<file path="config.mk">
export PLATFORM = sky130hd
export DESIGN_NAME = axi_chan_slice
export DESIGN_NICKNAME = d
export VERILOG_FILES = /design/src/verilog/axi_chan_slice.sv
export SDC_FILE = /design/constraint.sdc
export NUM_CORES = 1
export LEC_CHECK = 0
export ABC_AREA = 1
export BUFFER_PORTS_ARGS = -buffer_cell sky130_fd_sc_hd__buf_2
export CAP_MARGIN = 0
export CORE_AREA = 8 8 45 47
export DETAILED_ROUTE_END_ITERATION = 8
export DIE_AREA = 0 0 53 55
export RECOVER_POWER = 100
export SYNTH_ARGS = -nofsm -noshare
export SYNTH_HDL_FRONTEND = slang
export SYNTH_SLANG_ARGS = --single-unit
</file>
<file path="constraint.sdc">
create_clock -name clk_i -period 2.3 [get_ports clk_i]
set_input_delay 0.23 -clock clk_i [delete_from_list [all_inputs] [get_ports clk_i]]
set_output_delay 0.23 -clock clk_i [all_outputs]
set_load 0.005 [all_outputs]
</file>
<file path="src/verilog/axi_chan_slice.sv">
`timescale 1ns/1ps
`default_nettype none

module axi_chan_slice #(
  parameter type payload_t = logic
) (
  input  logic     clk_i,
  input  logic     rst_ni,
  input  logic     in_valid_i,
  output logic     in_ready_o,
  input  payload_t in_data_i,
  output logic     out_valid_o,
  input  logic     out_ready_i,
  output payload_t out_data_o
);

  // main register drives the output, spare catches one beat on a stall
  logic     main_valid_q;
  logic     spare_valid_q;
  payload_t main_q;
  payload_t spare_q;
  logic     in_fire;
  logic     main_free;

  // ready comes from a flop only, no ready-to-ready path
  assign in_ready_o  = ~spare_valid_q;
  assign in_fire     = in_valid_i & in_ready_o;
  assign main_free   = ~main_valid_q | out_ready_i;
  assign out_valid_o = main_valid_q;
  assign out_data_o  = main_q;

  always_ff @(posedge clk_i or negedge rst_ni) begin
    if (!rst_ni) begin
      main_valid_q  <= 1'b0;
      spare_valid_q <= 1'b0;
    end else if (main_free) begin
      // spare drains first so order is kept
      main_valid_q  <= spare_valid_q | in_fire;
      spare_valid_q <= 1'b0;
    end else if (in_fire) begin
      spare_valid_q <= 1'b1;
    end
  end

  always_ff @(posedge clk_i) begin
    if (main_free) begin
      if (spare_valid_q) begin
        main_q <= spare_q;
      end else if (in_fire) begin
        main_q <= in_data_i;
      end
    end else if (in_fire) begin
      spare_q <= in_data_i;
    end
  end

  // a stalled beat stays put until taken
  assert property (@(posedge clk_i) disable iff (!rst_ni)
    out_valid_o && !out_ready_i |=> out_valid_o && $stable(out_data_o));

endmodule

`default_nettype wire

</file>
## Word-level counts from Yosys, hierarchy flattened

Cells that the tools add are included.

- Register bits: 4
- Input port bits: 5
- Output and inout port bits: 3
- Logic and storage cells: 18

- Mux-type cells: 4
- Bitwise gates (word level): 6
- Reduce and logical (&&, ||, !) cells: 4

Operators with widths:

| operator | number |
|---|---|
| 2-to-1 mux 1 bit | 4 |
| AND reduction 2 bit | 2 |
| nonzero test 2 bit | 2 |
| inverter 1 bit | 3 |
| bitwise OR 1 bit | 2 |
| bitwise AND 1 bit | 1 |

## Longest topological paths before layout

- Depth after elaboration: 4
- Depth in mapped cells: 3
- Depth with buffers taken out: 3

## Worst setup path after synthesis

No wires, ideal clock.

- Path kind: reg-to-reg
- Start point: reg spare_valid_q
- End point: reg spare_q, enable pin
- Library setup time: 0.298 ns
- Arrival time: 0.582 ns
- Data required time: 2.002 ns
- Path slack: 1.420 ns
- Stages on the path, launching flop included: 4
- Path buffers: 0
- Period minus slack after synthesis: 0.880 ns
- Path through: dfrtp_1 -> inv_2 -> nand2_1 -> nor2_1

- Cells in the longest elaborated chain, start to end: 3

RTL lines:

| what | line | RTL |
|---|---|---|
| start: declaration | 19 | `logic spare_valid_q;` |
| start signal: assignment | 35 | `spare_valid_q <= 1'b0;` |
| start signal: assignment | 39 | `spare_valid_q <= 1'b0;` |
| start signal: assignment | 41 | `spare_valid_q <= 1'b1;` |
| inverter 1 bit | 26 | `assign in_ready_o = ~spare_valid_q;` |
| net in_ready_o | 10 | `output logic in_ready_o,` |
| bitwise AND 1 bit | 27 | `assign in_fire = in_valid_i & in_ready_o;` |
| AND reduction 2 bit (no line) | -- |  |
| end signal: assignment | 53 | `spare_q <= in_data_i;` |
| end: declaration | 21 | `payload_t spare_q;` |

The timed path passes the listed nets, and every way through them passes these cells.
A chain may end at the register's enable or synchronous reset.

## Worst setup path after layout

- Start point: reg spare_valid_q
- End point: out in_ready_o

- Cells in the longest elaborated chain, start to end: 1

RTL lines:

| what | line |
|---|---|
| inverter 1 bit | 26 |
| end: declaration | 10 |

No other way between the ends.

==> run summary <==
status: finished clean
post-route cell area: 250 um^2
Power Density: 791 nW/um^2
Critical Path RT: 2070 ps
post-DR wirelength/cell: 8.22 um
PortBufs: 7
worst slew pin tran: 169 ps
Syn Std Cell Area: 165 um^2
Synth warnings: 0
first-pass GRT wire length: 572 um
final hold slack: 205 ps
flip-flop and latch count after synthesis: 4
# DRC: 0
Max Root-Sink Buffers: 2
CP startpoint kind: flop
Reg clk slew, reported paths: 40 ps
max_slew headroom: 0.887
CP startpoint: spare_valid_q
initial antenna violation count: 0
clock latency on the worst-skew pair: 240 ps
max cap viols: 0
Die Area: 2920 um^2
Critical Path Fanout Max: 3
Final period util: 0.467
unrepaired setup endpoints after global routing: no
Post-Route Skew: 6.07 ps
Critical Path AT: 840 ps
CTS tree: yes
top cells by area, synth: edfxtp_1, dfrtp_1, nand2_1
Die Wd: 53 um
final hold violation count: 0
All-Layer GR Usage: 0.0361
Row Count: 14
R2R cell count: 3
Tmin final: 1070 ps
number of global-route vias before repair: 155
Hold Crit Class: in2reg
WS Path Type: reg2out
Nets: 36
post-CTS setup buffers: 0
Starting Density: 0.119
die height: 55 um
post-route setup TNS: 0 ps
Reg2Reg Setup Slack: 1370 ps
clock sinks: 4
pin count of the biggest net entering global routing: 4
IO Pins: 8
Netlist cell types: 7
DRT antenna net count: 0
Crit. End Element: output port
Placed Area: 220 um^2
top cell type's share of synthesized area: 0.364
RR Startpoint: spare_valid_q
First-pass DRT Iterations: 2
DR iter-0 viols: 2
final setup vio count: 0
share of cells above drive strength 1: 0.233
Cells after Synth: 18
routed vias/inst: 3.33
CP endpoint: in_ready_o
Num CTS Buffers: 3
sequential fraction of the synthesis area: 0.667
Post-Route WL: 378 um
Placeable Area: 1380 um^2
P_leak: 0.122 nW
cell taking the most area after synthesis: edfxtp_1
total number of vias: 153
fillcell total: 166
final slew viol count: 0
VDD IR max: 121 uV
worst r2r dst: spare_q
Syn Area/Cell: 9.18 um^2
H-tree level count: 1
clk root buf: clkbuf_4
maximum operating frequency: 932 MHz
Synthesized Nets: 23
GRT overflow: 0
synthesis-to-layout area growth: 51.5%
GP Congestion: 0.625
diodes inserted: 0
-- metrics by stage --
step / util / instances / setup slack, ps / power [mW]
6_report: 0.181 / 46 / 1230 / 0.198
5_1_grt: 0.181 / 46 / 1160 / 0.213
3_5_place_dp: 0.159 / 41 / 1360 / 0.106
2_1_floorplan: - / 18 / 1420 / 0.0950
3_3_place_gp: 0.159 / 41 / 1390 / 0.105
4_1_cts: 0.185 / 46 / 1220 / 0.206
-- logic make-up (layout without fill, tap and decap cells) --
kind of cell	after synthesis	in the layout	share of synthesized area
buf+inv	3	15	0.0682
flops	4	4	0.667
simple gates	11	11	0.265
-- cell usage in the layout (no fill, tap or decap), drive strengths merged --
master	Yosys	routed
buf	0	4
clkbuf	0	7
dfrtp	2	2
dlygate4sd3	0	1
edfxtp	2	2
inv	3	3
nand2	6	6
nor2	5	5
-- report_power, final --
part,total [mW],switching (mW),internal (mW)
Sequential,0.0842,0.00260,0.0816
Combinational,0.0195,0.0106,0.00891
Clock,0.0943,0.0292,0.0651
-- synth_stat cells --
cell type / count
dfrtp_1: 2
edfxtp_1: 2
inv_1: 2
inv_2: 1
nand2_1: 6
nor2_1: 4
nor2_2: 1
-- registers in the layout, summed over array words and instances, names as in the netlist --
signal	count
out_valid_o	1
out_data_o	1
spare_valid_q	1
spare_q	1
-- worst min-delay path by stage --
stage                         start            end  slack (ps)  cells past startpoint
final                     in_data_i        spare_q         200                      1
after global routing      in_data_i        spare_q         210                      1
after CTS                 in_data_i        spare_q         170                      1
after detailed placement     rst_ni  spare_valid_q          20                      1
after global placement       rst_ni  spare_valid_q          20                      1
after floorplan              rst_ni    out_valid_o         -70                      0
-- repair_timing --
| item | 4_1_cts | 5_1_grt |
|---|---|---|
| gates resized for setup | 0 | 0 |
| endpoints found under the hold margin | 2 | 0 |
| hold buffers | 1 | 0 |
| endpoints found under the setup margin | 0 | 0 |
-- final cells by class --
cell class / count / area, um^2 / share of cell area
multi-input cells: 11 / 41.3 / 0.165
flip-flops and latches: 4 / 110 / 0.440
inverters: 3 / 11.3 / 0.0450
clock buffers: 4 / 26.3 / 0.105
well taps: 16 / 20.0 / 0.0800
repair buffers: 8 / 41.3 / 0.165
-- per-layer routing --
layer  global-route usage  routed length (um)  vias to the layer above
met2               0.0430                 186                        6
met4                0.103                  27                        0
met3               0.0267                  57                        2
li1                     -                   -                       77
met1               0.0152                 105                       68
met5                    0                   0                        -
-- critical path: stages (launching register included) --
cell and delay [ps]:
dfrtp_1 390, inv_1 100, clkbuf_1 120
Power figures use the tool's default switching activity.
