[src/include/line_axi_cfg.svh]
`ifndef LINE_AXI_CFG_SVH
`define LINE_AXI_CFG_SVH

// byte address width of the request and AXI address channels
`define LINE_AXI_ADDR_W 32

// AXI data width, one word per beat
`define LINE_AXI_DATA_W 64

// words per cache line, 4 x 64 bit = 256 bit line
`define LINE_AXI_LINE_WORDS 4

// transaction id width
`define LINE_AXI_ID_W 4

// sram depth in data words, 512 x 8 byte = 4 KB
`define LINE_AXI_MEM_WORDS 512

// critical word first: 1 = WRAP reads from the request address,
// 0 = INCR reads from the line base
`define LINE_AXI_CWF 0

`endif

[src/verilog/line_axi_pkg.sv]
`default_nettype none

`include "line_axi_cfg.svh"

package line_axi_pkg;

  // single word or whole cache line
  typedef enum logic {
    SINGLE_REQ = 1'b0,
    LINE_REQ   = 1'b1
  } req_kind_t;

  // AXI burst encodings
  typedef enum logic [1:0] {
    FIXED = 2'b00,
    INCR  = 2'b01,
    WRAP  = 2'b10
  } burst_t;

  // shared by AW and AR
  typedef struct packed {
    logic [`LINE_AXI_ID_W-1:0]   id;
    logic [`LINE_AXI_ADDR_W-1:0] addr;
    logic [7:0]                  len;
    logic [2:0]                  size;
    burst_t                      burst;
  } addr_chan_t;

  typedef struct packed {
    logic [`LINE_AXI_DATA_W-1:0]   data;
    logic [`LINE_AXI_DATA_W/8-1:0] strb;
    logic                          last;
  } w_chan_t;

  // no resp field, the slave never errors
  typedef struct packed {
    logic [`LINE_AXI_ID_W-1:0] id;
  } b_chan_t;

  typedef struct packed {
    logic [`LINE_AXI_ID_W-1:0]   id;
    logic [`LINE_AXI_DATA_W-1:0] data;
    logic                        last;
  } r_chan_t;

endpackage

`default_nettype wire

[src/verilog/axi_bus_if.sv]
`timescale 1ns/1ps
`default_nettype none

interface axi_bus_if;

  // write address
  logic                     aw_valid;
  logic                     aw_ready;
  line_axi_pkg::addr_chan_t aw;

  // write data
  logic                     w_valid;
  logic                     w_ready;
  line_axi_pkg::w_chan_t    w;

  // write response
  logic                     b_valid;
  logic                     b_ready;
  line_axi_pkg::b_chan_t    b;

  // read address
  logic                     ar_valid;
  logic                     ar_ready;
  line_axi_pkg::addr_chan_t ar;

  // read data
  logic                     r_valid;
  logic                     r_ready;
  line_axi_pkg::r_chan_t    r;

  modport master (
    output aw_valid, aw, w_valid, w, b_ready, ar_valid, ar, r_ready,
    input  aw_ready, w_ready, b_valid, b, ar_ready, r_valid, r
  );

  modport slave (
    input  aw_valid, aw, w_valid, w, b_ready, ar_valid, ar, r_ready,
    output aw_ready, w_ready, b_valid, b, ar_ready, r_valid, r
  );

endinterface

`default_nettype wire

[src/verilog/axi_line_adapter.sv]
`timescale 1ns/1ps
`default_nettype none

`include "line_axi_cfg.svh"

module axi_line_adapter (
  input  logic                                                   clk_i,
  input  logic                                                   rst_ni,
  input  logic                                                   req_i,
  input  line_axi_pkg::req_kind_t                                kind_i,
  input  logic                                                   we_i,
  input  logic [`LINE_AXI_ADDR_W-1:0]                            addr_i,
  input  logic [`LINE_AXI_LINE_WORDS-1:0][`LINE_AXI_DATA_W-1:0]   wdata_i,
  input  logic [`LINE_AXI_LINE_WORDS-1:0][`LINE_AXI_DATA_W/8-1:0] be_i,
  input  logic [`LINE_AXI_ID_W-1:0]                              id_i,
  output logic                                                   gnt_o,
  output logic                                                   valid_o,
  output logic [`LINE_AXI_LINE_WORDS-1:0][`LINE_AXI_DATA_W-1:0]   rdata_o,
  output logic [`LINE_AXI_ID_W-1:0]                              id_o,
  output logic [`LINE_AXI_DATA_W-1:0]                            crit_word_o,
  output logic                                                   crit_valid_o,
  axi_bus_if.master                                              bus
);

  localparam int unsigned WORDS = `LINE_AXI_LINE_WORDS;
  localparam int unsigned IDX_W = $clog2(WORDS);
  localparam int unsigned OFF_W = $clog2(`LINE_AXI_DATA_W / 8);
  localparam int unsigned LINE_OFF_W = IDX_W + OFF_W;
  localparam logic [IDX_W-1:0] LAST = IDX_W'(WORDS - 1);
  localparam bit CWF = `LINE_AXI_CWF;

  typedef enum logic [3:0] {
    IDLE,
    WAIT_AW,
    WAIT_LAST_W,
    WAIT_AW_LAST_W,
    WAIT_AW_BURST,
    WAIT_B,
    WAIT_R,
    WAIT_R_LINE,
    COMPLETE_READ
  } state_t;

  state_t state_q, state_d;

  // beat counter, picks the write word and the read slot
  logic [IDX_W-1:0] cnt_q, cnt_d;
  // word offset of the request address
  logic [IDX_W-1:0] offset_q, offset_d;
  logic [IDX_W-1:0] index;
  logic [WORDS-1:0][`LINE_AXI_DATA_W-1:0] line_q, line_d;
  logic [`LINE_AXI_ID_W-1:0] id_q, id_d;
  logic [`LINE_AXI_ADDR_W-1:0] line_base;
  logic is_line;
  logic aw_req;
  logic w_req;
  logic aw_done;
  logic w_done;

  assign is_line   = (kind_i == line_axi_pkg::LINE_REQ);
  assign line_base = {addr_i[`LINE_AXI_ADDR_W-1:LINE_OFF_W], {LINE_OFF_W{1'b0}}};
  assign rdata_o   = line_q;

  // --------------------
  // request fsm
  // --------------------
  always_comb begin
    aw_req       = 1'b0;
    w_req        = 1'b0;
    aw_done      = 1'b0;
    w_done       = 1'b0;
    gnt_o        = 1'b0;
    valid_o      = 1'b0;
    id_o         = id_q;
    crit_word_o  = bus.r.data;
    crit_valid_o = 1'b0;
    bus.b_ready  = 1'b0;
    bus.r_ready  = 1'b0;
    state_d      = state_q;
    cnt_d        = cnt_q;
    offset_d     = offset_q;
    line_d       = line_q;
    id_d         = id_q;
    index        = '0;

    // line writes go out from the line base
    bus.aw.id    = id_i;
    bus.aw.addr  = is_line ? line_base : addr_i;
    bus.aw.len   = is_line ? 8'(WORDS - 1) : 8'd0;
    bus.aw.size  = 3'(OFF_W);
    bus.aw.burst = line_axi_pkg::INCR;

    // wrapping line reads start at the critical word
    bus.ar.id    = id_i;
    bus.ar.addr  = (CWF || !is_line) ? addr_i : line_base;
    bus.ar.len   = is_line ? 8'(WORDS - 1) : 8'd0;
    bus.ar.size  = 3'(OFF_W);
    bus.ar.burst = (CWF && is_line) ? line_axi_pkg::WRAP : line_axi_pkg::INCR;

    // single requests use word 0
    bus.w.data   = is_line ? wdata_i[cnt_q] : wdata_i[0];
    bus.w.strb   = is_line ? be_i[cnt_q] : be_i[0];
    bus.w.last   = !is_line || (cnt_q == LAST);

    bus.ar_valid = 1'b0;

    case (state_q)
      IDLE: begin
        if (req_i && we_i) begin
          aw_req = 1'b1;
          w_req  = 1'b1;
        end else if (req_i) begin
          bus.ar_valid = 1'b1;
          gnt_o        = bus.ar_ready;
          if (bus.ar_ready) begin
            offset_d = addr_i[OFF_W +: IDX_W];
            state_d  = is_line ? WAIT_R_LINE : WAIT_R;
          end
        end
      end

      WAIT_AW_LAST_W: begin
        aw_req = 1'b1;
        w_req  = 1'b1;
      end

      WAIT_LAST_W: begin
        w_req = 1'b1;
      end

      // single data sent, or whole line sent, AW still pending
      WAIT_AW, WAIT_AW_BURST: begin
        aw_req = 1'b1;
      end

      WAIT_B: begin
        bus.b_ready = 1'b1;
        id_o        = bus.b.id;
        if (bus.b_valid) begin
          valid_o = 1'b1;
          cnt_d   = '0;
          state_d = IDLE;
        end
      end

      WAIT_R, WAIT_R_LINE: begin
        bus.r_ready = 1'b1;
        if (bus.r_valid) begin
          if (state_q == WAIT_R_LINE) begin
            // WRAP beats start at the offset, INCR beats at word 0
            index        = CWF ? offset_q + cnt_q : cnt_q;
            crit_valid_o = CWF ? (cnt_q == '0) : (cnt_q == offset_q);
          end
          line_d[index] = bus.r.data;
          cnt_d         = cnt_q + 1'b1;
          if (bus.r.last) begin
            id_d    = bus.r.id;
            state_d = COMPLETE_READ;
          end
        end
      end

      COMPLETE_READ: begin
        valid_o = 1'b1;
        cnt_d   = '0;
        state_d = IDLE;
      end

      default: begin
        state_d = IDLE;
      end
    endcase

    bus.aw_valid = aw_req;
    bus.w_valid  = w_req;

    // write bookkeeping shared by every write state
    if (aw_req || w_req) begin
      aw_done = (aw_req && bus.aw_ready) || (state_q == WAIT_LAST_W);
      w_done  = (w_req && bus.w_ready && bus.w.last) ||
                (state_q == WAIT_AW) || (state_q == WAIT_AW_BURST);
      if (w_req && bus.w_ready && !bus.w.last) begin
        cnt_d = cnt_q + 1'b1;
      end
      if (aw_done && w_done) begin
        // grant when the later of the two is taken
        gnt_o   = 1'b1;
        state_d = WAIT_B;
      end else if (aw_done) begin
        state_d = WAIT_LAST_W;
      end else if (w_done) begin
        state_d = is_line ? WAIT_AW_BURST : WAIT_AW;
      end else if (state_q == IDLE && (bus.aw_ready || bus.w_ready)) begin
        // some line beats went out, AW not yet
        state_d = WAIT_AW_LAST_W;
      end
    end
  end

  // --------------------
  // registers
  // --------------------
  always_ff @(posedge clk_i or negedge rst_ni) begin
    if (!rst_ni) begin
      state_q  <= IDLE;
      cnt_q    <= '0;
      offset_q <= '0;
    end else begin
      state_q  <= state_d;
      cnt_q    <= cnt_d;
      offset_q <= offset_d;
    end
  end

  always_ff @(posedge clk_i) begin
    line_q <= line_d;
    id_q   <= id_d;
  end

  // the requester holds its request until granted
  assert property (@(posedge clk_i) disable iff (!rst_ni)
    req_i && !gnt_o |=> req_i && $stable({kind_i, we_i, addr_i, wdata_i, be_i, id_i}));

  // more W beats follow a non-last beat, none follow the last one
  assert property (@(posedge clk_i) disable iff (!rst_ni)
    bus.w_valid && bus.w_ready |=> bus.w_valid == !$past(bus.w.last));

endmodule

`default_nettype wire

[src/flat_wrapper.sv]
// flat-port wrapper written by rule: the top's interface ports become plain ports
module axi_line_adapter_flat 
  (clk_i, rst_ni, req_i, kind_i, we_i, addr_i, wdata_i, be_i, id_i, gnt_o, valid_o, rdata_o, id_o, crit_word_o, crit_valid_o, bus_aw_valid, bus_aw, bus_w_valid, bus_w, bus_b_ready, bus_ar_valid, bus_ar, bus_r_ready, bus_aw_ready, bus_w_ready, bus_b_valid, bus_b, bus_ar_ready, bus_r_valid, bus_r);
  axi_bus_if bus_i ();
  input  logic clk_i;
  input  logic rst_ni;
  input  logic req_i;
  input  line_axi_pkg::req_kind_t kind_i;
  input  logic we_i;
  input  logic [`LINE_AXI_ADDR_W-1:0] addr_i;
  input  logic [`LINE_AXI_LINE_WORDS-1:0][`LINE_AXI_DATA_W-1:0] wdata_i;
  input  logic [`LINE_AXI_LINE_WORDS-1:0][`LINE_AXI_DATA_W/8-1:0] be_i;
  input  logic [`LINE_AXI_ID_W-1:0] id_i;
  output logic gnt_o;
  output logic valid_o;
  output logic [`LINE_AXI_LINE_WORDS-1:0][`LINE_AXI_DATA_W-1:0] rdata_o;
  output logic [`LINE_AXI_ID_W-1:0] id_o;
  output logic [`LINE_AXI_DATA_W-1:0] crit_word_o;
  output logic crit_valid_o;
  output wire logic [$bits(bus_i.aw_valid)-1:0] bus_aw_valid;
  output wire logic [$bits(bus_i.aw)-1:0] bus_aw;
  output wire logic [$bits(bus_i.w_valid)-1:0] bus_w_valid;
  output wire logic [$bits(bus_i.w)-1:0] bus_w;
  output wire logic [$bits(bus_i.b_ready)-1:0] bus_b_ready;
  output wire logic [$bits(bus_i.ar_valid)-1:0] bus_ar_valid;
  output wire logic [$bits(bus_i.ar)-1:0] bus_ar;
  output wire logic [$bits(bus_i.r_ready)-1:0] bus_r_ready;
  input wire logic [$bits(bus_i.aw_ready)-1:0] bus_aw_ready;
  input wire logic [$bits(bus_i.w_ready)-1:0] bus_w_ready;
  input wire logic [$bits(bus_i.b_valid)-1:0] bus_b_valid;
  input wire logic [$bits(bus_i.b)-1:0] bus_b;
  input wire logic [$bits(bus_i.ar_ready)-1:0] bus_ar_ready;
  input wire logic [$bits(bus_i.r_valid)-1:0] bus_r_valid;
  input wire logic [$bits(bus_i.r)-1:0] bus_r;
  assign bus_aw_valid = bus_i.aw_valid;
  assign bus_aw = bus_i.aw;
  assign bus_w_valid = bus_i.w_valid;
  assign bus_w = bus_i.w;
  assign bus_b_ready = bus_i.b_ready;
  assign bus_ar_valid = bus_i.ar_valid;
  assign bus_ar = bus_i.ar;
  assign bus_r_ready = bus_i.r_ready;
  assign bus_i.aw_ready = bus_aw_ready;
  assign bus_i.w_ready = bus_w_ready;
  assign bus_i.b_valid = bus_b_valid;
  assign bus_i.b = bus_b;
  assign bus_i.ar_ready = bus_ar_ready;
  assign bus_i.r_valid = bus_r_valid;
  assign bus_i.r = bus_r;
  axi_line_adapter u_core (.clk_i(clk_i), .rst_ni(rst_ni), .req_i(req_i), .kind_i(kind_i), .we_i(we_i), .addr_i(addr_i), .wdata_i(wdata_i), .be_i(be_i), .id_i(id_i), .gnt_o(gnt_o), .valid_o(valid_o), .rdata_o(rdata_o), .id_o(id_o), .crit_word_o(crit_word_o), .crit_valid_o(crit_valid_o), .bus(bus_i));
endmodule
[config.mk]
export PLATFORM = sky130hd
export DESIGN_NAME = axi_line_adapter_flat
export DESIGN_NICKNAME = d
export VERILOG_FILES = /design/src/verilog/line_axi_pkg.sv /design/src/verilog/axi_bus_if.sv /design/src/verilog/axi_line_adapter.sv /design/src/flat_wrapper.sv
export VERILOG_INCLUDE_DIRS = /design/src /design/src/include
export SDC_FILE = /design/constraint.sdc
export NUM_CORES = 1
export LEC_CHECK = 0
export ABC_AREA = 1
export ABC_CLOCK_PERIOD_IN_PS = 23900
export BUFFER_PORTS_ARGS = -buffer_cell sky130_fd_sc_hd__buf_2
export CORE_AREA = 3 3 355 357
export DETAILED_ROUTE_END_ITERATION = 10
export DIE_AREA = 0 0 358 360
export GPL_TIMING_DRIVEN = 0
export PLACE_DENSITY = 0.37
export SYNTH_ARGS = -nofsm -noshare
export SYNTH_HDL_FRONTEND = slang
export SYNTH_SLANG_ARGS = --single-unit
[constraint.sdc]
create_clock -name clk_i -period 23.9 [get_ports clk_i]
set_input_delay 2.39 -clock clk_i [delete_from_list [all_inputs] [get_ports clk_i]]
set_output_delay 2.39 -clock clk_i [all_outputs]
set_load 0.02 [all_outputs]
== After elaboration in Yosys (flattened, before gate mapping) ==
Cells that the tools add are included.

* Input bits: 407
* Output and inout bits: 503
* Logic and storage cells: 99
* Register bits: 268

* Bitwise operators: 1
* $lt $le $gt $ge: 3
* Mux-type cells: 52
* Equality and inequality tests: 10
* $add $sub $neg: 1
* Reduce and logical (&&, ||, !) cells: 24

{| class="wikitable"
|+ Operators by type and width
! operator !! count
|-
| $bwmux 256 || 1
|-
| $mux 64 || 3
|-
| $bmux 64 s2 || 1
|-
| $demux 64 s2 || 1
|-
| $mux 4 || 12
|-
| $bmux 8 s2 || 1
|-
| $eq 4x3->1 const B || 4
|-
| $mux 1 || 16
|-
| $mux 2 || 8
|-
| $mux 8 || 2
|-
| $pmux 4 s4 || 1
|-
| $eq 4x2->1 const B || 2
|-
| $logic_and 1x1->1 || 8
|-
| $logic_or 1x1->1 || 6
|-
| $lt 2x3->1 const B || 2
|-
| $pmux 1 s2 || 3
|-
| $pmux 2 s3 || 1
|-
| $mux 5 || 1
|-
| $eq 4x1->1 const B || 1
|-
| $eq 4x4->1 const B || 1
|-
| $logic_not 4->1 || 1
|-
| $reduce_and 4->1 || 1
|-
| $reduce_or 2->1 || 2
|-
| $reduce_or 4->1 || 1
|-
| 10 further kinds || 11
|}

== Logic depth before layout (Yosys ltp) ==
Gate-level depths: netlist of run 1.

* Word-level depth: 11
* Mapped depth: 11
* Gate-level depth less buffers: 11

== Worst setup path before layout of run 1 ==
OpenSTA, ideal clock, no wires.

* Path kind: input -> register
* From: input port bus_r_valid
* To: register u_core.line_q, in the netlist u_core.rdata_o[100], enable pin
* Cell stages on the path: 4
* Setup time: 0.644 ns
* Buffers on the path: 0
* Required time: 23.256 ns
* Slack: 14.509 ns
* Arrival: 8.746 ns
* Cells stage by stage: inv_1 -> nor2_1 -> nand2_1 -> nor4_1

* Word-level cells in the longest chain between the ends: 1

{| class="wikitable"
|+ Ends and longest elaborated chain
! item !! line !! text
|-
| start, declared || flat_wrapper.sv:33 || <nowiki>input wire logic [$bits(bus_i.r_valid)-1:0] bus_r_valid;</nowiki>
|-
| $reduce_and 2->1 (no line) || n/a ||
|-
| end signal, assigned || axi_line_adapter.sv:216 || <nowiki>line_q <= line_d;</nowiki>
|-
| end, declared || axi_line_adapter.sv:51 || <nowiki>logic [WORDS-1:0][`LINE_AXI_DATA_W-1:0] line_q, line_d;</nowiki>
|}

Every way passes these cells.
A chain may end at the register's enable or synchronous reset.

== Worst setup path after layout of run 1 ==
* From: input port kind_i
* To: output port bus_w[66]

* Word-level cells in the longest chain between the ends: 1

{| class="wikitable"
|+ Ends and longest elaborated chain
! item !! line !! text
|-
| start, declared || flat_wrapper.sv:8 || <nowiki>input line_axi_pkg::req_kind_t kind_i;</nowiki>
|-
| $mux 64 || axi_line_adapter.sv:101 || <nowiki>bus.w.data = is_line ? wdata_i[cnt_q] : wdata_i[0];</nowiki>
|-
| end, declared || flat_wrapper.sv:23 || <nowiki>output wire logic [$bits(bus_i.w)-1:0] bus_w;</nowiki>
|}

Every way passes these cells.

==> results of run 1 <==
[through the flow]
stage               area, µm²  cells  total power, µW    util  hold WS, ps
floorplan               12430   1141            917.2       -        473.2
global placement        18760   3633             1250  0.1521        493.0
detailed placement      19130   3664             1248  0.1552        500.3
CTS                     20250   3725             1779  0.1642        514.3
global route            20260   3730             1847  0.1643        532.7
finish                  20270   3735             1739  0.1644        512.1
[worst reg2reg max path: stages (launching register included)]
cell and delay (ps):
dfrtp_1 400, buf_2 420, clkbuf_1 680, nand2_1 260
nor3_2 740, buf_6 270, buf_6 190, buf_8 160
buf_6 170, buf_6 170, buf_6 170, buf_6 170
[how the worst min path moves through the flow]
stage                       startpoint                 end  slack (ps)
floorplan           u_core.offset_q[0]  u_core.offset_q[0]         470
global placement    u_core.offset_q[0]  u_core.offset_q[0]         490
detailed placement  u_core.offset_q[0]  u_core.offset_q[0]         500
CTS                 u_core.offset_q[0]  u_core.offset_q[0]         510
global route        u_core.offset_q[0]  u_core.offset_q[0]         530
finish              u_core.offset_q[0]  u_core.offset_q[0]         510
[metal layers]
layer,part of all wire,vias up
met5,0.00017,-
met4,0.029,2
met3,0.086,86
met2,0.49,766
met1,0.40,5694
li1,-,5564
[synth_stat cells (6+ instances only)]
library cell  number
nor2_1            92
buf_2             10
edfxtp_1         260
inv_1             94
nand2_1          115
buf_6              6
clkbuf_1          33
o21ai_0          164
nand3_1           80
dfrtp_1            8
buf_4            161
o21ai_1           62
[final cells by class]
cell class | instances | area (µm²) | area share
inverters | 96 | 360.3 | 0.01777
multi-input cells | 564 | 2631 | 0.1298
flip-flops and latches | 268 | 8008 | 0.3950
repair buffers | 886 | 4624 | 0.2281
clock inverters | 22 | 245.2 | 0.01210
diodes | 10 | 25.02 | 0.001234
plain buffers | 213 | 1463 | 0.07214
well taps | 1637 | 2048 | 0.1010
clock buffers | 39 | 869.6 | 0.04289
[flip-flops by register name, indices dropped and copies added, names as in the netlist]
signal,count
u_core.cnt_q,2
u_core.id_q,4
u_core.offset_q,2
u_core.rdata_o,256
u_core.state_q,4
[report_power, final]
| part | switching (µW) | internal [µW] | total (µW) |
|---|---|---|---|
| logic | 490 | 190 | 679 |
| registers | 11.4 | 535 | 547 |
| clock network | 214 | 299 | 513 |
[cells by family (layout without fill, tap and decap cells)]
kind of cell / after synthesis / after routing / share of synthesized area
AO/OA/AOI/OAI: 235 / 235 / 0.09658
adder cells (fa/ha/maj): 1 / 1 / 0.001012
flip-flops: 268 / 268 / 0.6479
XOR/XNOR: 2 / 2 / 0.001418
buffers and inverters: 309 / 1256 / 0.1475
other: 2 / 32 / 0.0006076
AND/OR/NAND/NOR: 304 / 304 / 0.1050
==> summary.md, run 1 <==
| Metric | Value |
|---|---|
| Clock Path Buffers | `3` |
| HPWL after detailed placement | `~68000 µm` |
| Starting Density | `0.1002` |
| Initial antenna violation count | `34` |
| Outcome | `complete, no violations` |
| # rows | `about 130` |
| Grt peak-use layer | `met2` |
| # DRC | `0` |
| Max stage delay on crit path | `~850 ps` |
| CP Launch Point | `kind_i` |
| Met1 Track Usage GR | `0.1377` |
| Cell mode on critical path | `buf_2` |
| Final period util | `0.3102` |
| Max Slew Vio Count | `0` |
| Top delay family on crit path | `buffers and inverters` |
| EDFF count, synth | `260` |
| WL per Instance | `around 21 µm` |
| Routed vias | `around 12000` |
| CTS tree | `done` |
| WP data required | `around 22000 ps` |
| HP Class | `flip-flop to flip-flop` |
| Clock sink total | `268` |
| Total CTS buffers | `34` |
| Reg-to-Reg End | `u_core.rdata_o[242]` |
| Core Box Area | `between 100000 and 150000 µm²` |
| Fmax | `0.1349 GHz` |
| Stages on the worst setup path | `6` |
| Share of layout cells above drive strength 1 | `0.5426` |
| Crit path buffers/inverters | `4` |
| FF-to-FF Start | `u_core.cnt_q[1]` |
| Share of the yosys chip area belonging to registers | `0.6479` |
| R2R cell count | `11` |
| Vias per inst | `3.243` |
| Peak VDD IR | `approximately 0.049 mV` |
| Die Y-Extent | `360 µm` |
| Mapped Area | `roughly 12000 µm²` |
| Critical Setup Path Class | `input port to output port` |
| Setup ws final | `approximately 16000 ps` |
| R2r setup slk | `19850 ps` |
| Cell Pwr Density | `~86 nW/µm²` |
| Leakage | `0.008872 µW` |
| IO buf count | `855` |
| M2 GR Usage | `0.1972` |
| Root Buffer | `clkbuf_16` |
| Top post-synthesis cells by area | `edfxtp_1, buf_4, o21ai_0, nand2_1, nand3_1` |
| NumNets Final | `2471` |
| Hold Path Stages | `2` |
| Post-synth ARST share | `0.02985` |
| RSZ-0062 raised after global routing | `false` |
| Endpoints failing hold | `0` |
| Global route total overflow | `0` |
| Arr. time, crit path | `5020 ps` |
| Grt met3 use | `0.03207` |
| Layout Skew | `about 37 ps` |
| Largest net degree at the start of global routing | `23` |
| Post-place setup slack | `~16000 ps` |
| Post-synthesis cell count | `~1100` |
| Synth area leader | `edfxtp_1` |
| Mapped Avg Cell Area | `between 10 and 15 µm²` |
| First-pass GRT wire length | `101200 µm` |
| Kind of start point of the critical path | `input port` |
| Clk_lat worst skew | `about 580 ps` |
| Worst-path clk slew | `approximately 60 ps` |
| Unique masters post-synth | `31` |
| # hold bufs at CTS | `0` |
| Crit Path Max Fanout | `10` |
| Vias in the first global route | `around 12000` |
| Crit. End Element | `output port` |
| Final Setup Violations | `0` |
| # Post-CTS Setup Buffers | `0` |
| Worst-Margin Slew | `approximately 1100 ps` |
| Crit path to | `bus_w[66]` |
| Total global routing track utilization | `0.1148` |
| Relative slew slack | `0.2968` |
| CP Cell Sequence | `buf_2 -> clkbuf_1 -> buf_1 -> nand2_1 -> o21ai_0 -> buf_2` |
| Die area | `approximately 130000 µm²` |
| Most frequent cells in the layout | `buf_2, edfxtp_1, buf_4` |
| Initial DRC Count | `about 900` |
| Die Wd | `approximately 360 µm` |
| Setup TNS | `0 ps` |
| MaxCap Viol Count | `0` |
| H-tree depth | `2` |
| Fill cells | `around 14000` |
| Flops & latches, synth | `~270` |
| Top-area cell type share of the netlist area | `0.6317` |
| Final ANT Viol Nets | `0` |
| Drt first pass iters | `5` |
| PostCTS Resize Cnt | `0` |
| Slowest cell on crit path | `buf_1` |
| Most common flop cell mapped by yosys | `edfxtp_1` |
| Warnings, synthesis | `0` |
| WL final | `approximately 78000 µm` |
| Most common cell after layout, fill and taps aside | `buf_2` |
| GPL Wtd Cong | `approximately 0.86` |
| IO Count | `between 900 and 1000` |
| Min cycle time layout | `between 7000 and 8000 ps` |
| Syn-to-layout area delta | `64.04%` |
Power figures use the tool's default switching activity.
==> inputs of run 2 (changes only) <==
Settings changed: ABC_AREA 1 to 0, ABC_CLOCK_PERIOD_IN_PS 23900 to 7130, CORE_AREA 3 3 355 357 to 3 3 350 352, DIE_AREA 0 0 358 360 to 0 0 353 355.
Clock period 23.9 ns to 7.13 ns, I/O delays scaled along.
==> summary.md, run 2 <==
| Metric | Value |
|---|---|
| Critical Setup Path Class | `flip-flop to output port (was input port to output port)` |
| CP Launch Point | `u_core.cnt_q[1] (was kind_i)` |
| EDFF count, synth | `260 (unchanged)` |
| NumNets Final | `2276 (was 2471)` |
| Global route total overflow | `0 (unchanged)` |
| Flops & latches, synth | `268 (unchanged)` |
| Warnings, synthesis | `0 (unchanged)` |
| Grt peak-use layer | `met2 (unchanged)` |
| Crit Path Max Fanout | `10 (unchanged)` |
| Layout Skew | `15.81 ps (was 36.98 ps)` |
| Top post-synthesis cells by area | `edfxtp_1, buf_4, mux2_2, nand3b_1, o22ai_1 (was edfxtp_1, buf_4, o21ai_0, nand2_1, nand3_1)` |
| Clock Path Buffers | `3 (unchanged)` |
| Mapped Avg Cell Area | `13.45 µm² (was 11.03 µm²)` |
| HP Start | `bus_r[68] (was u_core.offset_q[0])` |
| Post-place setup slack | `2375 ps (was 16300 ps)` |
| Final Setup Violations | `0 (unchanged)` |
| Initial DRC Count | `616 (was 898)` |
| Most numerous cell in the Yosys netlist | `edfxtp_1 (unchanged)` |
| HPWL after detailed placement | `64720 µm (was 67610 µm)` |
| Total CTS buffers | `31 (was 34)` |
| Crit. End Element | `output port (unchanged)` |
| Sequential share of power | `0.332 (was 0.314)` |
| H-tree depth | `1 (was 2)` |
| Most common flop cell mapped by yosys | `edfxtp_1 (unchanged)` |
| Fmax | `0.2005 GHz` |
| Cell Pwr Density | `275.7 nW/µm² (was 85.79 nW/µm²)` |
| M2 GR Usage | `0.1981 (was 0.1972)` |
| Core Box Area | `119700 µm² (was 123300 µm²)` |
| Largest net degree at the start of global routing | `44 (was 23)` |
| Max reg flops | `256 (unchanged)` |
| WP data required | `6420 ps (was 21510 ps)` |
| Mapped Area | `12560 µm² (was 12360 µm²)` |
| Most frequent cells in the layout | `buf_2, edfxtp_1, buf_4 (unchanged)` |
| GPL Wtd Cong | `0.8226 (was 0.8550)` |
| WL per Instance | `21.54 µm (was 20.96 µm)` |
| Cell-internal power | `3467 µW (was 1024 µW)` |
| IO buf count | `855 (unchanged)` |
| Worst-path clk slew | `60 ps (about the same)` |
| Routed vias | `11570 (was 12110)` |
| Post-synthesis cell count | `934 (was 1121)` |
| Setup TNS | `0 ps (unchanged)` |
| Sw Ratio | `0.3802 (was 0.4112)` |
| Post-synth ARST share | `0.02985 (unchanged)` |
| Peak VDD IR | `0.1656 mV (was 0.04923 mV)` |
| Clk_lat worst skew | `610 ps (was 580 ps)` |
| Synth area leader | `edfxtp_1 (unchanged)` |
| Share of the yosys chip area belonging to registers | `0.6373 (was 0.6479)` |
| Total global routing track utilization | `0.1128 (was 0.1148)` |
| HP Class | `input port to flip-flop (was flip-flop to flip-flop)` |
| Unique masters post-synth | `44 (was 31)` |
| FF-to-FF Start | `u_core.cnt_q[1] (unchanged)` |
| Root Buffer | `clkbuf_16 (unchanged)` |
| IO Count | `910 (unchanged)` |
| Final period util | `0.6995` |
| Starting Density | `0.1050 (was 0.1002)` |
| Relative slew slack | `0.1875 (was 0.2968)` |
| Kind of start point of the critical path | `flip-flop (was input port)` |
| Drt first pass iters | `4 (was 5)` |
| Grt met3 use | `0.03372 (was 0.03207)` |
| Final ANT Viol Nets | `0 (unchanged)` |
| Sw Pwr | `2126 µW (was 715.2 µW)` |
| # DRC | `0 (unchanged)` |
| RSZ-0062 raised after global routing | `false (unchanged)` |
| Min cycle time layout | `4987 ps` |
| Clock power share | `0.288 (was 0.295)` |
| Leakage | `0.008346 µW (was 0.008872 µW)` |
| Vias in the first global route | `11560 (was 12030)` |
| Max Slew Vio Count | `0 (unchanged)` |
| Vias per inst | `3.297 (was 3.243)` |
| Die Wd | `353 µm (was 358 µm)` |
| First-pass GRT wire length | `98230 µm (was 101200 µm)` |
| Met1 Track Usage GR | `0.1337 (was 0.1377)` |
| Arr. time, crit path | `4270 ps (was 5020 ps)` |
| MaxCap Viol Count | `0 (unchanged)` |
| WL final | `75590 µm (was 78300 µm)` |
| Top cells by count, synth | `edfxtp_1, buf_4, mux2_2 (was edfxtp_1, o21ai_0, buf_4)` |
| Most common cell after layout, fill and taps aside | `buf_2 (unchanged)` |
| # Post-CTS Setup Buffers | `0 (unchanged)` |
| Outcome | `complete, no violations (unchanged)` |
| Syn-to-layout area delta | `61.47% (was 64.04%)` |
| Share of layout cells above drive strength 1 | `0.6251 (was 0.5426)` |
| Combinational Power Share | `0.380 (was 0.391)` |
| Die area | `125300 µm² (was 128900 µm²)` |
| Clock sink total | `268 (unchanged)` |
| Top-area cell type share of the netlist area | `0.6214 (was 0.6317)` |
| Die Y-Extent | `355 µm (was 360 µm)` |
| # rows | `127 (was 129)` |
| Setup ws final | `2143 ps (was 16490 ps)` |
| Endpoints failing hold | `0 (unchanged)` |
| CTS tree | `done (unchanged)` |
| Worst-Margin Slew | `1219 ps (was 1055 ps)` |
| Initial antenna violation count | `32 (was 34)` |
| Final Power | `5593 µW (was 1739 µW)` |
-- run 2: cell types whose count changed after synthesis, sizes merged, moves of 77 or more --
cell,change
inv,-91
nand3,-78
nand2,-111
nor2,-92
mux2,+77
o21ai,-150
-- run 2: area by class of cell --
| type | count | area (µm²) |
|---|---|---|
| fill | 13450 | 99370 |
| sequential | 268 | 8008 |
| inverter | 5 | 18.77 |
| multi-input combinational | 461 | 3194 |
| antenna | 7 | 17.52 |
| clock buffer | 40 | 809.5 |
| tap | 1612 | 2017 |
| clock inverter | 16 | 200.2 |
| timing repair buffer | 881 | 4583 |
| buffer | 220 | 1440 |
-- run 2: worst max-delay path, cell delays in order, from the launching register on --
cell and delay [ps]:
dfrtp_1 610, buf_2 450, buf_2 560, clkbuf_1 730, nand3b_1 690, o21ai_0 260
a21oi_1 110, buf_2 210
-- run 2: logic make-up after synthesis --
group / count (synthesis) / share of synthesized area
xor gates and xnor gates: 3 / 0.002092
and+or+nand+nor: 119 / 0.06622
muxes: 80 / 0.07140
buffers and inverters: 225 / 0.1160
adders and majority gates: 1 / 0.0009957
DFF: 268 / 0.6373
other: 2 / 0.0005977
AOI/OAI and AO/OA: 236 / 0.1054
-- run 2: path summary, 6_finish.rpt --
check | to | slack [ps] | cells past startpoint
worst min-delay path | u_core.id_q[3] | 290 | 1
worst max-delay path | bus_w[4] | 2140 | 7
worst max register to register | u_core.rdata_o[157] | 2790 | 12
min in group asynchronous | u_core.cnt_q[0] | 530 | 2
worst min register to register | u_core.offset_q[0] | 530 | 1
max in group asynchronous | u_core.offset_q[1] | 6390 | 2
-- run 2: per-layer routing --
layer / wire length, µm / vias to the layer above
met2: 36950 / 716
met5: 69 / -
met3: 6728 / 89
li1: - / 5251
met4: 2061 / 10
met1: 29780 / 5506
-- run 2: what timing repair did --
action / in CTS / in global routing
setup endpoints to repair: 0 / 0
hold buffers: 1 / 0
resized for setup: 0 / 0
endpoints found under the hold margin: 8 / 0
-- run 2: metrics by stage --
step           utilization  hold WS [ps]  cell area, µm²  std cells
2_1_floorplan            -         417.4           12640        954
3_3_place_gp        0.1583         511.7           18940       3421
3_5_place_dp        0.1609         517.8           19250       3446
4_1_cts             0.1694         217.0           20270       3503
5_1_grt             0.1695         240.8           20280       3506
6_report            0.1696         288.2           20290       3510
-- run 2: power by group through the flow --
stage | registers (µW) | logic [µW] | clock network, µW
4_1_cts | 1860 | 2180 | 1690
6_report | 1860 | 2130 | 1610
2_1_floorplan | 1950 | 1140 | 0
3_3_place_gp | 1910 | 2170 | 0
5_1_grt | 1870 | 2290 | 1740
3_5_place_dp | 1890 | 2170 | 0
==> inputs of run 3 (changes only) <==
Settings changed: ABC_CLOCK_PERIOD_IN_PS 7130 to 4250, CORE_AREA 3 3 350 352 to 3 3 358 360, DIE_AREA 0 0 353 355 to 0 0 361 363.
Clock period 7.13 ns to 4.25 ns, I/O delays scaled along.
==> summary.md, run 3 (same netlist as run 2, synthesis figures left out) <==
| Metric | Value |
|---|---|
| Outcome | `complete, no violations (unchanged)` |
| CTS tree | `done (unchanged)` |
| Relative slew slack | `0.1876 (was 0.1875)` |
| Worst-path clk slew | `60 ps (about the same)` |
| Endpoints failing hold | `0 (unchanged)` |
| Drt first pass iters | `4 (unchanged)` |
| Global route total overflow | `0 (unchanged)` |
| Crit. End Element | `output port (unchanged)` |
| HP Class | `input port to flip-flop (unchanged)` |
| Leakage | `0.008355 µW (was 0.008346 µW)` |
| IO buf count | `855 (unchanged)` |
| Initial DRC Count | `610 (was 616)` |
| Final period util | `0.8829` |
| HP Start | `bus_r[31] (was bus_r[68])` |
| Clk_lat worst skew | `600 ps (was 610 ps)` |
| Die Y-Extent | `363 µm (was 355 µm)` |
| NumNets Final | `2276 (unchanged)` |
| FF-to-FF Start | `u_core.cnt_q[1] (unchanged)` |
| Starting Density | `0.1002 (was 0.1050)` |
| Post-place setup slack | `-414.5 ps (was 2375 ps)` |
| Most frequent cells in the layout | `buf_2, edfxtp_1, buf_4 (unchanged)` |
| Share of layout cells above drive strength 1 | `0.6207 (was 0.6251)` |
| GPL Wtd Cong | `0.8142 (was 0.8226)` |
| Vias per inst | `3.275 (was 3.297)` |
| Max Slew Vio Count | `0 (unchanged)` |
| Root Buffer | `clkbuf_16 (unchanged)` |
| Cell area after layout | `20440 µm² (was 20290 µm²)` |
| # DRC | `0 (unchanged)` |
| Fmax | `0.2665 GHz` |
| Vias in the first global route | `11500 (was 11560)` |
| WL final | `76010 µm (was 75590 µm)` |
| Total CTS buffers | `31 (unchanged)` |
| Syn-to-layout area delta | `62.69% (was 61.47%)` |
| First-pass GRT wire length | `98690 µm (was 98230 µm)` |
| Final hold slack | `60.66 ps (was 288.2 ps)` |
| Setup ws final | `497.8 ps (was 2143 ps)` |
| Post-layout util | `0.1630 (was 0.1696)` |
| R2r setup slk | `840 ps (was 2790 ps)` |
| Most common cell after layout, fill and taps aside | `buf_2 (unchanged)` |
| Post-DP Area | `19390 µm² (was 19250 µm²)` |
| Die area | `131000 µm² (was 125300 µm²)` |
| WL per Instance | `21.45 µm (was 21.54 µm)` |
| Clock Path Buffers | `3 (unchanged)` |
| Routed vias | `11610 (was 11570)` |
| Worst-Margin Slew | `1219 ps (about the same)` |
| Core Box Area | `125400 µm² (was 119700 µm²)` |
| Crit Path Max Fanout | `10 (unchanged)` |
| Final ANT Viol Nets | `0 (unchanged)` |
| Final Setup Violations | `0 (unchanged)` |
| H-tree depth | `1 (unchanged)` |
| # rows | `130 (was 127)` |
| Min cycle time layout | `3752 ps` |
| Largest net degree at the start of global routing | `42 (was 44)` |
| CP Launch Point | `u_core.cnt_q[0] (was u_core.cnt_q[1])` |
| Kind of start point of the critical path | `flip-flop (unchanged)` |
| Max reg flops | `256 (unchanged)` |
| HPWL after detailed placement | `65300 µm (was 64720 µm)` |
| Final Power | `9209 µW (was 5593 µW)` |
| RSZ-0062 raised after global routing | `false (unchanged)` |
| WP data required | `3830 ps (was 6420 ps)` |
| Hold Path Stages | `1 (unchanged)` |
| IO Count | `910 (unchanged)` |
| R2R cell count | `8 (was 12)` |
| Die Wd | `361 µm (was 353 µm)` |
| Initial antenna violation count | `17 (was 32)` |
| MaxCap Viol Count | `0 (unchanged)` |
| Total global routing track utilization | `0.1085 (was 0.1128)` |
| Clock sink total | `268 (unchanged)` |
| Layout Skew | `24.36 ps (was 15.81 ps)` |
| Critical Setup Path Class | `flip-flop to output port (unchanged)` |
| Arr. time, crit path | `3330 ps (was 4270 ps)` |
| Peak VDD IR | `0.2814 mV (was 0.1656 mV)` |
| Cell Pwr Density | `450.5 nW/µm² (was 275.7 nW/µm²)` |
## run 3: cell count changes in the layout (fill, tap and decap cells not counted), moves of 6 or more
cell,delta
dlygate4sd3_1,+10
buf_16,+10
diode_2,-6
buf_6,-19
## run 3: where the power goes
group	internal (µW)	switching, µW	total (µW)	leakage, µW
Clock	1350	1130	2480	0.000446
Sequential	3050	61.7	3110	0.00244
Combinational	1190	2430	3620	0.00547
Total	5590	3620	9210	0.00835
## run 3: final timing paths
| kind | endpoint |
|---|---|
| worst min-delay path | u_core.rdata_o[94] |
| worst max register to register | u_core.rdata_o[183] |
| worst max-delay path | bus_w[63] |
| worst min register to register | u_core.offset_q[0] |
| max in group asynchronous | u_core.offset_q[0] |
| min in group asynchronous | u_core.state_q[0] |
## run 3: layout make-up
class	count	area [µm²]
sequential	268	8008
inverter	5	18.77
antenna	1	2.502
clock buffer	36	794.5
multi-input combinational	461	3213
timing repair buffer	882	4765
fill	14130	105000
clock inverter	22	138.9
tap	1650	2064
buffer	219	1436
## run 3: timing repair
action                                  CTS  global route
endpoints found under the setup margin   63             0
buffers inserted                          1             0
endpoints found under the hold margin    36             0
hold buffers                             11             0
resized for setup                         1             0
## run 3: metal layers
metal,share of wire,up-vias,global-route usage,wire length (µm)
li1,-,5238,-,-
met1,0.42,5649,0.1344,31680
met2,0.50,636,0.1927,37710
met3,0.066,79,0.02368,4981
met4,0.021,4,0.02231,1612
met5,0.00022,-,0,17
## run 3: critical path, cell delays in order, from the launching register on
cell and delay, ps:
dfrtp_1 370, clkbuf_1 250, inv_1 150, clkbuf_1 800
clkbuf_1 580, a21oi_1 310, buf_2 250
## run 3: stage by stage
stage	TNS [ps]	std cells
floorplan	-8165	954
global placement	-896660	3459
detailed placement	-14430	3474
CTS	0	3543
global route	0	3543
finish	0	3544
